===== config.mk =====
export PLATFORM = sky130hd
export DESIGN_NAME = trig_support_top
export DESIGN_NICKNAME = d
export VERILOG_FILES = /design/src/trig_pkg.sv /design/src/obi_attr_fifo.sv /design/src/trig_csr_regs.sv /design/src/trig_decode.sv /design/src/trig_execute.sv /design/src/trig_result.sv /design/src/trig_support_top.sv
export SDC_FILE = /design/constraint.sdc
export NUM_CORES = 2
export LEC_CHECK = 0
export ABC_AREA = 1
export BUFFER_PORTS_ARGS = -buffer_cell sky130_fd_sc_hd__buf_2
export CORE_MARGIN = 1.5
export CORE_UTILIZATION = 35
export CTS_BUF_LIST = sky130_fd_sc_hd__clkbuf_16
export DETAILED_ROUTE_END_ITERATION = 12
export SLEW_MARGIN = 20
export SYNTH_ARGS = -nofsm -noshare
export SYNTH_HDL_FRONTEND = slang
export SYNTH_SLANG_ARGS = --single-unit
export TNS_END_PERCENT = 5

===== constraint.sdc =====
create_clock -name in_support_if -period 6.3 [get_ports in_support_if]
set_clock_uncertainty 0.1 [all_clocks]
set_input_delay 0.315 -clock in_support_if [delete_from_list [all_inputs] [get_ports in_support_if]]
set_output_delay 0.315 -clock in_support_if [all_outputs]
set_load 0.05 [all_outputs]

===== src/trig_pkg.sv =====
// Debug trigger support package
// Trigger count, word types, match encodings and tdata1 field positions
// shared by the register bank, the trigger path and the attribute FIFOs
package trig_pkg;

  // --------------------
  // Sizes
  localparam int NUM_TRIGGERS = 4;
  localparam int TRIG_IDX_W = 2;
  localparam int XLEN = 32;
  localparam int ACCESS_BYTES = 4;

  // Outstanding OBI requests tracked per bus
  localparam int ATTR_FIFO_DEPTH = 4;
  localparam int ATTR_PTR_W = $clog2(ATTR_FIFO_DEPTH);
  localparam int ATTR_CNT_W = $clog2(ATTR_FIFO_DEPTH + 1);

  typedef logic [XLEN-1:0] addr_t;
  typedef logic [NUM_TRIGGERS-1:0] trig_vec_t;

  // Match field encodings, all other values never match
  typedef enum logic [3:0] {
    MATCH_EQ = 4'd0,
    MATCH_GE = 4'd2,
    MATCH_LT = 4'd3
  } match_kind_t;

  // --------------------
  // tdata1 layout
  // Type 15 means the trigger is disabled
  localparam addr_t TDATA1_DEFAULT = 32'hF800_0000;

  localparam int TDATA1_LOAD = 0;
  localparam int TDATA1_STORE = 1;
  localparam int TDATA1_EXECUTE = 2;
  localparam int TDATA1_U_MODE = 3;
  localparam int TDATA1_M_MODE = 6;
  localparam int TDATA1_MATCH_LSB = 7;
  localparam int TDATA1_MATCH_MSB = 10;
  localparam int TDATA1_TYPE_LSB = 28;
  localparam int TDATA1_TYPE_MSB = 31;

  // Address match trigger types
  localparam logic [3:0] TYPE_MCONTROL = 4'd2;
  localparam logic [3:0] TYPE_MCONTROL6 = 4'd6;

endpackage


===== src/obi_attr_fifo.sv =====
// OBI request attribute FIFO
// Stores one attribute per accepted request and hands it back
// alongside the in-order response that belongs to that request
`timescale 1ns/1ps

module obi_attr_fifo #(
  parameter type payload_t = logic
) (
  input  logic     in_support_if,
  input  logic     arst_n_i,
  input  logic     req_i,
  input  logic     gnt_i,
  input  logic     rvalid_i,
  input  payload_t attr_i,
  output payload_t attr_o
);

  payload_t                          mem [trig_pkg::ATTR_FIFO_DEPTH];
  logic [trig_pkg::ATTR_PTR_W-1:0]   wr_ptr;
  logic [trig_pkg::ATTR_PTR_W-1:0]   rd_ptr;
  logic [trig_pkg::ATTR_CNT_W-1:0]   count;
  logic                              push;
  logic                              pop;

  // Address phase completes on req and gnt, response phase on rvalid
  assign push = req_i && gnt_i && (count != trig_pkg::ATTR_CNT_W'(trig_pkg::ATTR_FIFO_DEPTH));
  assign pop  = rvalid_i && (count != '0);

  // Head entry only while a response is on the bus
  assign attr_o = pop ? mem[rd_ptr] : '0;

  always_ff @(posedge in_support_if or negedge arst_n_i) begin
    if (!arst_n_i) begin
      wr_ptr <= '0;
      rd_ptr <= '0;
      count  <= '0;
    end else begin
      if (push) begin
        wr_ptr <= (wr_ptr == trig_pkg::ATTR_PTR_W'(trig_pkg::ATTR_FIFO_DEPTH - 1)) ?
                  '0 : wr_ptr + 1'b1;
      end
      if (pop) begin
        rd_ptr <= (rd_ptr == trig_pkg::ATTR_PTR_W'(trig_pkg::ATTR_FIFO_DEPTH - 1)) ?
                  '0 : rd_ptr + 1'b1;
      end
      count <= count + trig_pkg::ATTR_CNT_W'(push) - trig_pkg::ATTR_CNT_W'(pop);
    end
  end

  always_ff @(posedge in_support_if) begin
    if (push) begin
      mem[wr_ptr] <= attr_i;
    end
  end

endmodule


===== src/trig_csr_regs.sv =====
// Trigger register bank
// Wishbone classic slave holding tdata1 and tdata2 for every trigger.
// Ack comes one cycle after cyc and stb, writes land on the ack edge.
`timescale 1ns/1ps

module trig_csr_regs (
  input  logic                                            in_support_if,
  input  logic                                            arst_n_i,
  input  logic                                            wb_cyc_i,
  input  logic                                            wb_stb_i,
  input  logic                                            wb_we_i,
  input  logic [2:0]                                      wb_adr_i,
  input  trig_pkg::addr_t                                 wb_dat_i,
  output logic                                            wb_ack_o,
  output trig_pkg::addr_t                                 wb_dat_o,
  output trig_pkg::addr_t [trig_pkg::NUM_TRIGGERS-1:0]    tdata1_o,
  output trig_pkg::addr_t [trig_pkg::NUM_TRIGGERS-1:0]    tdata2_o
);

  logic                           access;
  logic [trig_pkg::TRIG_IDX_W-1:0] sel;

  // New request seen and not yet acknowledged
  assign access = wb_cyc_i && wb_stb_i && !wb_ack_o;
  assign sel    = wb_adr_i[trig_pkg::TRIG_IDX_W:1];

  always_ff @(posedge in_support_if or negedge arst_n_i) begin
    if (!arst_n_i) begin
      wb_ack_o <= 1'b0;
    end else begin
      wb_ack_o <= access;
    end
  end

  // --------------------
  // Register bank
  always_ff @(posedge in_support_if or negedge arst_n_i) begin
    if (!arst_n_i) begin
      tdata1_o <= {trig_pkg::NUM_TRIGGERS{trig_pkg::TDATA1_DEFAULT}};
      tdata2_o <= '0;
    end else if (access && wb_we_i) begin
      if (wb_adr_i[0]) begin
        tdata2_o[sel] <= wb_dat_i;
      end else begin
        tdata1_o[sel] <= wb_dat_i;
      end
    end
  end

  // Read data follows ack out of the same edge
  always_ff @(posedge in_support_if) begin
    if (access) begin
      wb_dat_o <= wb_adr_i[0] ? tdata2_o[sel] : tdata1_o[sel];
    end
  end

endmodule


===== src/trig_decode.sv =====
// Trigger decode
// Turns each trigger's tdata1 fields and the retiring privilege mode
// into execute, load and store enables plus the match kind
`timescale 1ns/1ps

module trig_decode (
  input  trig_pkg::addr_t [trig_pkg::NUM_TRIGGERS-1:0]     tdata1_i,
  input  logic                                             retire_valid_i,
  input  logic                                             retire_mmode_i,
  output trig_pkg::trig_vec_t                              exec_en_o,
  output trig_pkg::trig_vec_t                              load_en_o,
  output trig_pkg::trig_vec_t                              store_en_o,
  output trig_pkg::match_kind_t [trig_pkg::NUM_TRIGGERS-1:0] match_kind_o
);

  logic [3:0]          trig_type [trig_pkg::NUM_TRIGGERS];
  trig_pkg::trig_vec_t type_ok;
  trig_pkg::trig_vec_t mode_ok;
  trig_pkg::trig_vec_t general_en;

  always_comb begin
    for (int t = 0; t < trig_pkg::NUM_TRIGGERS; t++) begin
      trig_type[t] = tdata1_i[t][trig_pkg::TDATA1_TYPE_MSB:trig_pkg::TDATA1_TYPE_LSB];
      // Only mcontrol and mcontrol6 compare addresses
      type_ok[t] = (trig_type[t] == trig_pkg::TYPE_MCONTROL) ||
                   (trig_type[t] == trig_pkg::TYPE_MCONTROL6);
      mode_ok[t] = retire_mmode_i ? tdata1_i[t][trig_pkg::TDATA1_M_MODE]
                                  : tdata1_i[t][trig_pkg::TDATA1_U_MODE];
      general_en[t] = retire_valid_i && type_ok[t] && mode_ok[t];

      exec_en_o[t]  = general_en[t] && tdata1_i[t][trig_pkg::TDATA1_EXECUTE];
      load_en_o[t]  = general_en[t] && tdata1_i[t][trig_pkg::TDATA1_LOAD];
      store_en_o[t] = general_en[t] && tdata1_i[t][trig_pkg::TDATA1_STORE];

      match_kind_o[t] = trig_pkg::match_kind_t'(
        tdata1_i[t][trig_pkg::TDATA1_MATCH_MSB:trig_pkg::TDATA1_MATCH_LSB]);
    end
  end

endmodule


===== src/trig_execute.sv =====
// Trigger address compare
// Checks the pc and each byte of the memory access against tdata2 under
// the trigger's match kind, byte hits are qualified by rmask and wmask
`timescale 1ns/1ps

module trig_execute (
  input  trig_pkg::addr_t [trig_pkg::NUM_TRIGGERS-1:0]       tdata2_i,
  input  trig_pkg::match_kind_t [trig_pkg::NUM_TRIGGERS-1:0] match_kind_i,
  input  trig_pkg::addr_t                                    retire_pc_i,
  input  trig_pkg::addr_t                                    retire_mem_addr_i,
  input  logic [trig_pkg::ACCESS_BYTES-1:0]                  retire_rmask_i,
  input  logic [trig_pkg::ACCESS_BYTES-1:0]                  retire_wmask_i,
  output trig_pkg::trig_vec_t                                pc_match_o,
  output trig_pkg::trig_vec_t                                load_match_o,
  output trig_pkg::trig_vec_t                                store_match_o
);

  trig_pkg::addr_t [trig_pkg::ACCESS_BYTES-1:0]                            byte_addr;
  logic [trig_pkg::NUM_TRIGGERS-1:0][trig_pkg::ACCESS_BYTES-1:0]           byte_match;

  // Unsigned compare, undefined kinds never match
  function automatic logic addr_match(input trig_pkg::addr_t addr,
                                      input trig_pkg::addr_t thresh,
                                      input trig_pkg::match_kind_t kind);
    case (kind)
      trig_pkg::MATCH_EQ: return addr == thresh;
      trig_pkg::MATCH_GE: return addr >= thresh;
      trig_pkg::MATCH_LT: return addr < thresh;
      default:            return 1'b0;
    endcase
  endfunction

  always_comb begin
    // Byte addresses wrap at the top of the address space
    for (int b = 0; b < trig_pkg::ACCESS_BYTES; b++) begin
      byte_addr[b] = retire_mem_addr_i + trig_pkg::addr_t'(b);
    end

    for (int t = 0; t < trig_pkg::NUM_TRIGGERS; t++) begin
      pc_match_o[t] = addr_match(retire_pc_i, tdata2_i[t], match_kind_i[t]);
      for (int b = 0; b < trig_pkg::ACCESS_BYTES; b++) begin
        byte_match[t][b] = addr_match(byte_addr[b], tdata2_i[t], match_kind_i[t]);
      end
      load_match_o[t]  = |(byte_match[t] & retire_rmask_i);
      store_match_o[t] = |(byte_match[t] & retire_wmask_i);
    end
  end

endmodule


===== src/trig_result.sv =====
// Trigger result stage
// Forms hit vectors, lets execute hits suppress load and store hits,
// and registers vectors, their OR and the valid flag
`timescale 1ns/1ps

module trig_result (
  input  logic                in_support_if,
  input  logic                arst_n_i,
  input  logic                retire_valid_i,
  input  trig_pkg::trig_vec_t exec_en_i,
  input  trig_pkg::trig_vec_t load_en_i,
  input  trig_pkg::trig_vec_t store_en_i,
  input  trig_pkg::trig_vec_t pc_match_i,
  input  trig_pkg::trig_vec_t load_match_i,
  input  trig_pkg::trig_vec_t store_match_i,
  output logic                match_valid_o,
  output trig_pkg::trig_vec_t hit_exec_o,
  output trig_pkg::trig_vec_t hit_load_o,
  output trig_pkg::trig_vec_t hit_store_o,
  output logic                any_exec_o,
  output logic                any_load_o,
  output logic                any_store_o
);

  trig_pkg::trig_vec_t exec_hit;
  trig_pkg::trig_vec_t load_hit;
  trig_pkg::trig_vec_t store_hit;

  assign exec_hit  = exec_en_i & pc_match_i;
  // Execute wins for the whole retirement
  assign load_hit  = (|exec_hit) ? '0 : (load_en_i & load_match_i);
  assign store_hit = (|exec_hit) ? '0 : (store_en_i & store_match_i);

  always_ff @(posedge in_support_if or negedge arst_n_i) begin
    if (!arst_n_i) begin
      match_valid_o <= 1'b0;
      hit_exec_o    <= '0;
      hit_load_o    <= '0;
      hit_store_o   <= '0;
      any_exec_o    <= 1'b0;
      any_load_o    <= 1'b0;
      any_store_o   <= 1'b0;
    end else begin
      match_valid_o <= retire_valid_i;
      hit_exec_o    <= exec_hit;
      hit_load_o    <= load_hit;
      hit_store_o   <= store_hit;
      any_exec_o    <= |exec_hit;
      any_load_o    <= |load_hit;
      any_store_o   <= |store_hit;
    end
  end

endmodule


===== src/trig_support_top.sv =====
// Debug trigger and bus attribute support top level
// Wishbone trigger registers, decode/execute/result trigger path and
// the data store flag and instruction pc attribute FIFOs
`timescale 1ns/1ps

module trig_support_top (
  input  logic                              in_support_if,
  input  logic                              arst_n_i,
  input  logic                              wb_cyc_i,
  input  logic                              wb_stb_i,
  input  logic                              wb_we_i,
  input  logic [2:0]                        wb_adr_i,
  input  trig_pkg::addr_t                   wb_dat_i,
  output logic                              wb_ack_o,
  output trig_pkg::addr_t                   wb_dat_o,
  input  logic                              retire_valid_i,
  input  trig_pkg::addr_t                   retire_pc_i,
  input  trig_pkg::addr_t                   retire_mem_addr_i,
  input  logic [trig_pkg::ACCESS_BYTES-1:0] retire_rmask_i,
  input  logic [trig_pkg::ACCESS_BYTES-1:0] retire_wmask_i,
  input  logic                              retire_mmode_i,
  output logic                              match_valid_o,
  output trig_pkg::trig_vec_t               hit_exec_o,
  output trig_pkg::trig_vec_t               hit_load_o,
  output trig_pkg::trig_vec_t               hit_store_o,
  output logic                              any_exec_o,
  output logic                              any_load_o,
  output logic                              any_store_o,
  input  logic                              data_req_i,
  input  logic                              data_gnt_i,
  input  logic                              data_rvalid_i,
  input  logic                              data_we_i,
  output logic                              data_resp_was_store_o,
  input  logic                              instr_req_i,
  input  logic                              instr_gnt_i,
  input  logic                              instr_rvalid_i,
  input  trig_pkg::addr_t                   instr_addr_i,
  output trig_pkg::addr_t                   instr_resp_pc_o
);

  trig_pkg::addr_t [trig_pkg::NUM_TRIGGERS-1:0]       tdata1;
  trig_pkg::addr_t [trig_pkg::NUM_TRIGGERS-1:0]       tdata2;
  trig_pkg::match_kind_t [trig_pkg::NUM_TRIGGERS-1:0] match_kind;
  trig_pkg::trig_vec_t exec_en, load_en, store_en;
  trig_pkg::trig_vec_t pc_match, load_match, store_match;

  trig_csr_regs trig_csr_regs_i (
    .in_support_if (in_support_if), .arst_n_i (arst_n_i),
    .wb_cyc_i (wb_cyc_i), .wb_stb_i (wb_stb_i), .wb_we_i (wb_we_i),
    .wb_adr_i (wb_adr_i), .wb_dat_i (wb_dat_i),
    .wb_ack_o (wb_ack_o), .wb_dat_o (wb_dat_o),
    .tdata1_o (tdata1), .tdata2_o (tdata2)
  );

  // --------------------
  // Trigger path
  trig_decode trig_decode_i (
    .tdata1_i (tdata1), .retire_valid_i (retire_valid_i), .retire_mmode_i (retire_mmode_i),
    .exec_en_o (exec_en), .load_en_o (load_en), .store_en_o (store_en),
    .match_kind_o (match_kind)
  );

  trig_execute trig_execute_i (
    .tdata2_i (tdata2), .match_kind_i (match_kind),
    .retire_pc_i (retire_pc_i), .retire_mem_addr_i (retire_mem_addr_i),
    .retire_rmask_i (retire_rmask_i), .retire_wmask_i (retire_wmask_i),
    .pc_match_o (pc_match), .load_match_o (load_match), .store_match_o (store_match)
  );

  trig_result trig_result_i (
    .in_support_if (in_support_if), .arst_n_i (arst_n_i), .retire_valid_i (retire_valid_i),
    .exec_en_i (exec_en), .load_en_i (load_en), .store_en_i (store_en),
    .pc_match_i (pc_match), .load_match_i (load_match), .store_match_i (store_match),
    .match_valid_o (match_valid_o), .hit_exec_o (hit_exec_o),
    .hit_load_o (hit_load_o), .hit_store_o (hit_store_o),
    .any_exec_o (any_exec_o), .any_load_o (any_load_o), .any_store_o (any_store_o)
  );

  // --------------------
  // Bus attribute tracking
  obi_attr_fifo #(.payload_t (logic)) data_store_fifo (
    .in_support_if (in_support_if), .arst_n_i (arst_n_i),
    .req_i (data_req_i), .gnt_i (data_gnt_i), .rvalid_i (data_rvalid_i),
    .attr_i (data_we_i), .attr_o (data_resp_was_store_o)
  );

  obi_attr_fifo #(.payload_t (trig_pkg::addr_t)) instr_pc_fifo (
    .in_support_if (in_support_if), .arst_n_i (arst_n_i),
    .req_i (instr_req_i), .gnt_i (instr_gnt_i), .rvalid_i (instr_rvalid_i),
    .attr_i (instr_addr_i), .attr_o (instr_resp_pc_o)
  );

endmodule

== After elaboration in Yosys (flattened, before gate mapping) ==
Memories as Yosys holds them, arrays and structs flattened.
Cells that the tools add are included.

* Register bits after elaboration: 319
* Bits in writable memories: 132
* Input bits: 153
* Output and inout port bits: 82
* Logic and storage cells: 231
* Memories kept: 2

* Add/sub/neg operators: 11
* Magnitude comparators: 42
* Equality and inequality tests: 42
* Multiplexer cells: 45
* Bitwise gates (word level): 12
* Reduce and logical (&&, ||, !) cells: 54

{| class="wikitable"
|+ Memories
! memory !! words !! width !! read ports !! clocked after Yosys merged registers in !! wr ports !! RTL line !! RTL
|-
| instr_pc_fifo.mem || 4 || 32 || 1 || 0 || 1 || obi_attr_fifo.sv:18 || <nowiki>payload_t mem [trig_pkg::ATTR_FIFO_DEPTH];</nowiki>
|-
| data_store_fifo.mem || 4 || 1 || 1 || 0 || 1 || obi_attr_fifo.sv:18 ||
|}

{| class="wikitable"
|+ Operator list
! operator !! count
|-
| $eq A32 B32 Y1 || 20
|-
| $ge A32 B32 Y1 || 20
|-
| $lt A32 B32 Y1 || 20
|-
| $bwmux W128 || 2
|-
| $mux W32 || 5
|-
| $bmux W32 S2 || 2
|-
| $add A32 B2 Y32 const B || 2
|-
| $demux W32 S2 || 1
|-
| $pmux W1 S3 || 20
|-
| $eq A4 B2 Y1 const B || 12
|-
| $and A4 B4 Y4 || 11
|-
| $reduce_or A4 Y1 || 11
|-
| $add A32 B1 Y32 const B || 1
|-
| $logic_and A1 B1 Y1 || 30
|-
| $eq A4 B3 Y1 const B || 4
|-
| $logic_not A4 Y1 || 4
|-
| $mux W1 || 9
|-
| $add A2 B1 Y2 const B || 4
|-
| $eq A2 B2 Y1 const B || 4
|-
| $mux W2 || 4
|-
| $mux W4 || 2
|-
| $add A3 B1 Y3 || 2
|-
| $ne A3 B3 Y1 const B || 2
|-
| $reduce_bool A3 Y1 || 2
|-
| other kinds (7) || 12
|}

== Logic depth before layout (Yosys ltp) ==
* Depth in word-level cells: 9
* Gate-level depth with buffers: 30
* Depth with buffers taken out: 29

== Hierarchy ==
A second synthesis with hierarchy kept.

* Cells, all modules: 5426
* Area total of the unflattened synthesis: 39350.2 µm²

{| class="wikitable"
|+ By module, submodules not included
! module !! instances !! cells an instance !! area each (µm²) !! seq. area each (µm²)
|-
| trig_execute || 1 || 2719 || 17359.1 || 0.0
|-
| trig_csr_regs || 1 || 1943 || 14497.7 || 7417.1
|-
| obi_attr_fifo (instr_pc_fifo) || 1 || 559 || 5875.6 || 4018.9
|-
| obi_attr_fifo (data_store_fifo) || 1 || 70 || 648.1 || 295.3
|-
| trig_result || 1 || 58 || 600.6 || 400.4
|-
| trig_decode || 1 || 77 || 369.1 || 0.0
|}

== Worst setup path before layout ==
Ideal clock, no wire load.

* Path kind: in2reg
* From: input retire_mem_addr_i[0]
* To: register trig_result_i.any_load_o
* Library setup time: 0.065 ns
* Arrival: 3.414 ns
* Slack: 2.721 ns
* Stages: 26
* Buffers on the path: 1
* Cells stage by stage: buf_2 clkinv_1 ha_1 nor2_1 nand2_1 nor3_1 nand2_1 xor2_1 ha_1 nand2_1 nor2_1 nand2_1 nor4_1 and2_1 nand2_1 nand2_1 inv_1 nand2_1 nand2_1 nand2_1 inv_1 nand2_1 nand3_1 nand2_1 inv_1 nand2_1

* Longest elaborated chain between the ends: 8

{| class="wikitable"
|+ Ends and longest elaborated chain
! what !! RTL line !! RTL
|-
| from (decl) || trig_support_top.sv:18 || <nowiki>input trig_pkg::addr_t retire_mem_addr_i,</nowiki>
|-
| $add A32 B1 Y32 or $add A32 B2 Y32 (tied branches) || trig_execute.sv:36 || <nowiki>byte_addr[b] = retire_mem_addr_i + trig_pkg::addr_t'(b);</nowiki>
|-
| $lt A32 B32 Y1, or another cell as far along || trig_execute.sv:28 || <nowiki>trig_pkg::MATCH_LT: return addr < thresh;</nowiki>
|-
| $pmux W1 S3 || trig_execute.sv:25 || <nowiki>case (kind)</nowiki>
|-
| $and A4 B4 Y4 || trig_execute.sv:44 || <nowiki>load_match_o[t] = |(byte_match[t] & retire_rmask_i);</nowiki>
|-
| $reduce_or A4 Y1 || trig_execute.sv:44 ||
|-
| $and A4 B4 Y4 * || trig_result.sv:31 || <nowiki>assign load_hit = (|exec_hit) ? '0 : (load_en_i & load_match_i);</nowiki>
|-
| $mux W4 * || trig_result.sv:31 ||
|-
| $reduce_or A4 Y1 * || trig_result.sv:49 || <nowiki>any_load_o <= |load_hit;</nowiki>
|-
| to (signal assigned) || trig_result.sv:49 ||
|-
| to (decl) || trig_result.sv:21 || <nowiki>output logic any_load_o,</nowiki>
|}

Mark *: on every way between the ends. The rest lies on a longest branch, timed or not.
A chain may end at the register's enable or synchronous reset.

== Worst setup path in the final report ==
* From: input retire_mem_addr_i[1]
* To: register trig_result_i.any_load_o

Same word-level chain as after synthesis.

==> flow_summary.json <==
{
  "ys_ff_latch": 451,
  "cp-end-kind": "flop",
  "slowest_stage": "xor2_1",
  "yosys.area.top_type": "ha_1",
  "grt_pass1_wl_um": 202000,
  "hold_path_end": "trig_csr_regs_i.tdata1_o[51]",
  "seqCellArea_sq_mm": 0.0121,
  "io_pins": 235,
  "syn_inst": 4529,
  "path_buf_inv": 5,
  "multiInputGateArea_sq_mm": 0.0215,
  "io_buffers": 234,
  "synth_area_sq_mm": 0.0356,
  "routed_wl_um": 139000,
  "hold_depth": 3,
  "vias": 33100,
  "syn_avg_cell_area_sq_um": 7.87,
  "yosysMostFrequentCell": "nand2_1",
  "startpoint": "retire_mem_addr_i[1]",
  "yosysTopAreaCellShare_pct": 22.8,
  "period_needed_ns": 4.34,
  "antenna_found_initial": 15,
  "postRouteAntennaNets": 0,
  "reg2reg_from": "trig_csr_regs_i.tdata2_o[95]",
  "cts_buffer_depth": 3,
  "final_nets": 5573,
  "hp-class": "in -> reg",
  "grt_pass1_vias": 30600,
  "wl_per_cell_um": 22.5,
  "fin_crit_sh_pct": 69.0,
  "rows": 116,
  "synthArstFlopShare_pct": 63.6,
  "post_cts_buffers": 0,
  "rrSetupSlack_ns": 2.26,
  "cts_buffers": 43,
  "synth_ff_type": "dfrtp_1",
  "p_leak_nw": 18.9,
  "gp_congestion": 1.05,
  "seq_area_frac_synth_pct": 34.0,
  "required_ns": 6.66,
  "htreeDepth": 2,
  "synthTopCellsByArea": "ha_1, dfrtp_1, edfxtp_1",
  "drive_gt1_share_pct": 8.29,
  "max_stage_delay_ns": 0.48,
  "tightest_slew_ns": 1.15,
  "yosysUniqueCellTypes": 48,
  "start_util_pct": 35.4,
  "min_from": "wb_dat_i[19]",
  "drt_iter0_drc": 3554,
  "synth_edf_count": 164,
  "cp.arrival_ns": 4.71,
  "grt_usage_pct": 26.3,
  "hpwl_um": 107000,
  "critPathLaunchType": "input port",
  "dp.cells": 6043,
  "fill_cells": 10300,
  "cts-root-buf": "clkbuf_16",
  "tns_ns": 0,
  "drcViolationCount": 0,
  "crit_type": "in -> reg",
  "ir_drop_mv": 0.295,
  "cts_resized": 0,
  "die_w_um": 322,
  "fmax_mhz": 230,
  "path_clk_slew_ns": 0.06,
  "ys_warn_count": 0,
  "dieArea_sq_mm": 0.104,
  "stdcell_count": 6159,
  "clock-sinks": 451,
  "cp_max_fo": 10,
  "reg2reg_depth": 18,
  "grt_overflow": 0,
  "rsz0062_at_grt": "false",
  "first_pass_iters": 6,
  "hold_viol": 0,
  "setup_viol": 0,
  "grt_max_degree": 153,
  "power-per-cell-area_mw_per_mm2": 280,
  "core_sq_mm": 0.101,
  "crit_family": "simple AND/OR/NAND/NOR gates",
  "area_growth_pct": 13.0,
  "synth_nets": 5334,
  "maxCapViolCount": 0,
  "slew_headroom_pct": 22.3,
  "clk_latency_ns": 0.58,
  "timing.rr.end": "trig_result_i.any_store_o",
  "cpMostUsedCell": "nand2_1",
  "die_y_um": 322,
  "yosys-top-cells-count": "nand2_1, ha_1, o21ai_0, inv_1, nor2_1",
  "via_per_inst": 5.37,
  "tritoncts": "done",
  "report.final.slew_viol_count": 0,
  "status": "complete, no violations"
}
==> placed cells by master (no fill, tap or decap), drive strengths merged, types with 2 or more instances in the layout <==
cell,netlist,final
clkbuf,103,43
nor3,38,38
a31oi,8,8
o2111ai,2,2
dlygate4sd3,0,37
clkinvlp,0,4
inv,440,455
nor2,413,413
a2111oi,5,5
and2,2,2
a22oi,10,10
fa,2,2
bufinv,0,5
and3,3,3
o21a,36,36
mux2,3,3
nand4,64,64
o22ai,24,24
buf,15,275
a32oi,3,3
dfstp,20,20
o31ai,2,2
a221oi,27,27
edfxtp,164,164
ha,650,650
xnor2,8,8
xor2,75,75
clkinv,2,13
nor4,14,14
o21ai,437,437
o21bai,3,3
a21o,16,16
a21oi,342,342
dfrtp,267,267
nand2,1203,1203
nor3b,6,6
nand3,119,119
==> worst register-to-register path: cells and delay by family, from the launching register on <==
| kind | cells | cell delay [ns] |
|---|---|---|
| buffers and inverters | 3 | 0.48 |
| and+or+nand+nor | 14 | 2.77 |
| DFF | 1 | 0.37 |
| adders and majority gates | 1 | 0.23 |
==> how the worst max path moves through the flow <==
stage,slack [ns],endpoint,cells after the start
floorplan,2.72,trig_result_i.any_load_o,26
global route,1.75,trig_result_i.any_load_o,29
CTS,2.10,trig_result_i.any_load_o,27
detailed placement,1.51,trig_result_i.any_load_o,27
global placement,1.51,trig_result_i.any_load_o,27
finish,1.96,trig_result_i.any_load_o,27
==> through the flow <==
step                      total power [mW]  hold WS, ns  instance area, sq um  setup slack, ns  util [%]
after detailed placement              8.61        0.278                 38500             1.51      38.3
after global routing                  12.1       0.0522                 40300             1.75      40.0
after CTS                             11.3      0.00538                 40300             2.10      40.0
after floorplan                       6.96      -0.0806                 35600             2.72         -
final                                 11.3       0.0289                 40300             1.96      40.0
after global placement                8.50        0.284                 38500             1.51      38.3
==> routing by layer <==
metal  global-route usage [%]  vias up  wire (um)
met2                     40.6     1342      60100
met4                     6.95       18       3820
met1                     38.7    15800      63200
met3                     3.08      186      11500
li1                         -    15800          -
met5                        0        -        123
==> final cells by class <==
type	instances	area share, %
Tap cell	1357	4.22
Clock buffer	43	2.67
Sequential cell	451	30.1
Antenna cell	1	0.00622
Clock inverter	35	0.820
Inverter	442	4.12
Timing Repair Buffer	312	4.65
Multi-Input combinational cell	3518	53.4
==> state kept, by name (all words and copies together) (netlist names) <==
name and count:
data_store_fifo.count 3, data_store_fifo.mem 4, data_store_fifo.rd_ptr 2, data_store_fifo.wr_ptr 2, instr_pc_fifo.count 3, instr_pc_fifo.mem 128
instr_pc_fifo.rd_ptr 2, instr_pc_fifo.wr_ptr 2, trig_csr_regs_i.tdata1_o 128, trig_csr_regs_i.tdata2_o 128, trig_csr_regs_i.wb_ack_o 1, trig_csr_regs_i.wb_dat_o 32
trig_result_i.any_exec_o 1, trig_result_i.any_load_o 1, trig_result_i.any_store_o 1, trig_result_i.hit_exec_o 4, trig_result_i.hit_load_o 4, trig_result_i.hit_store_o 4
trig_result_i.match_valid_o 1
==> power breakdown <==
group          leakage [nW]  total, mW  switching (mW)  internal (mW)
sequential             5.20       3.82           0.305           3.52
clock                 0.718       2.63            1.16           1.46
combinational          13.0       4.84            3.35           1.49
total                  18.9       11.3            4.82           6.47
==> cells by family (layout without fill, tap and decap cells) <==
kind of cell	after synthesis	after routing	synth area share [%]
xor+xnor	83	83	2.04
buf+inv	560	832	5.95
fa+ha+maj	652	652	22.9
simple gates	1864	1864	21.1
other cells	0	1	0
flops	451	451	34.0
compound gates	916	916	13.8
mux	3	3	0.0948
==> repair_timing <==
| item | in CTS | in global routing |
|---|---|---|
| endpoints found under the setup margin | 0 | 0 |
| hold buffers | 37 | 0 |
| endpoints found under the hold margin | 223 | 0 |
Note: power is estimated with default switching activity, not from simulation.
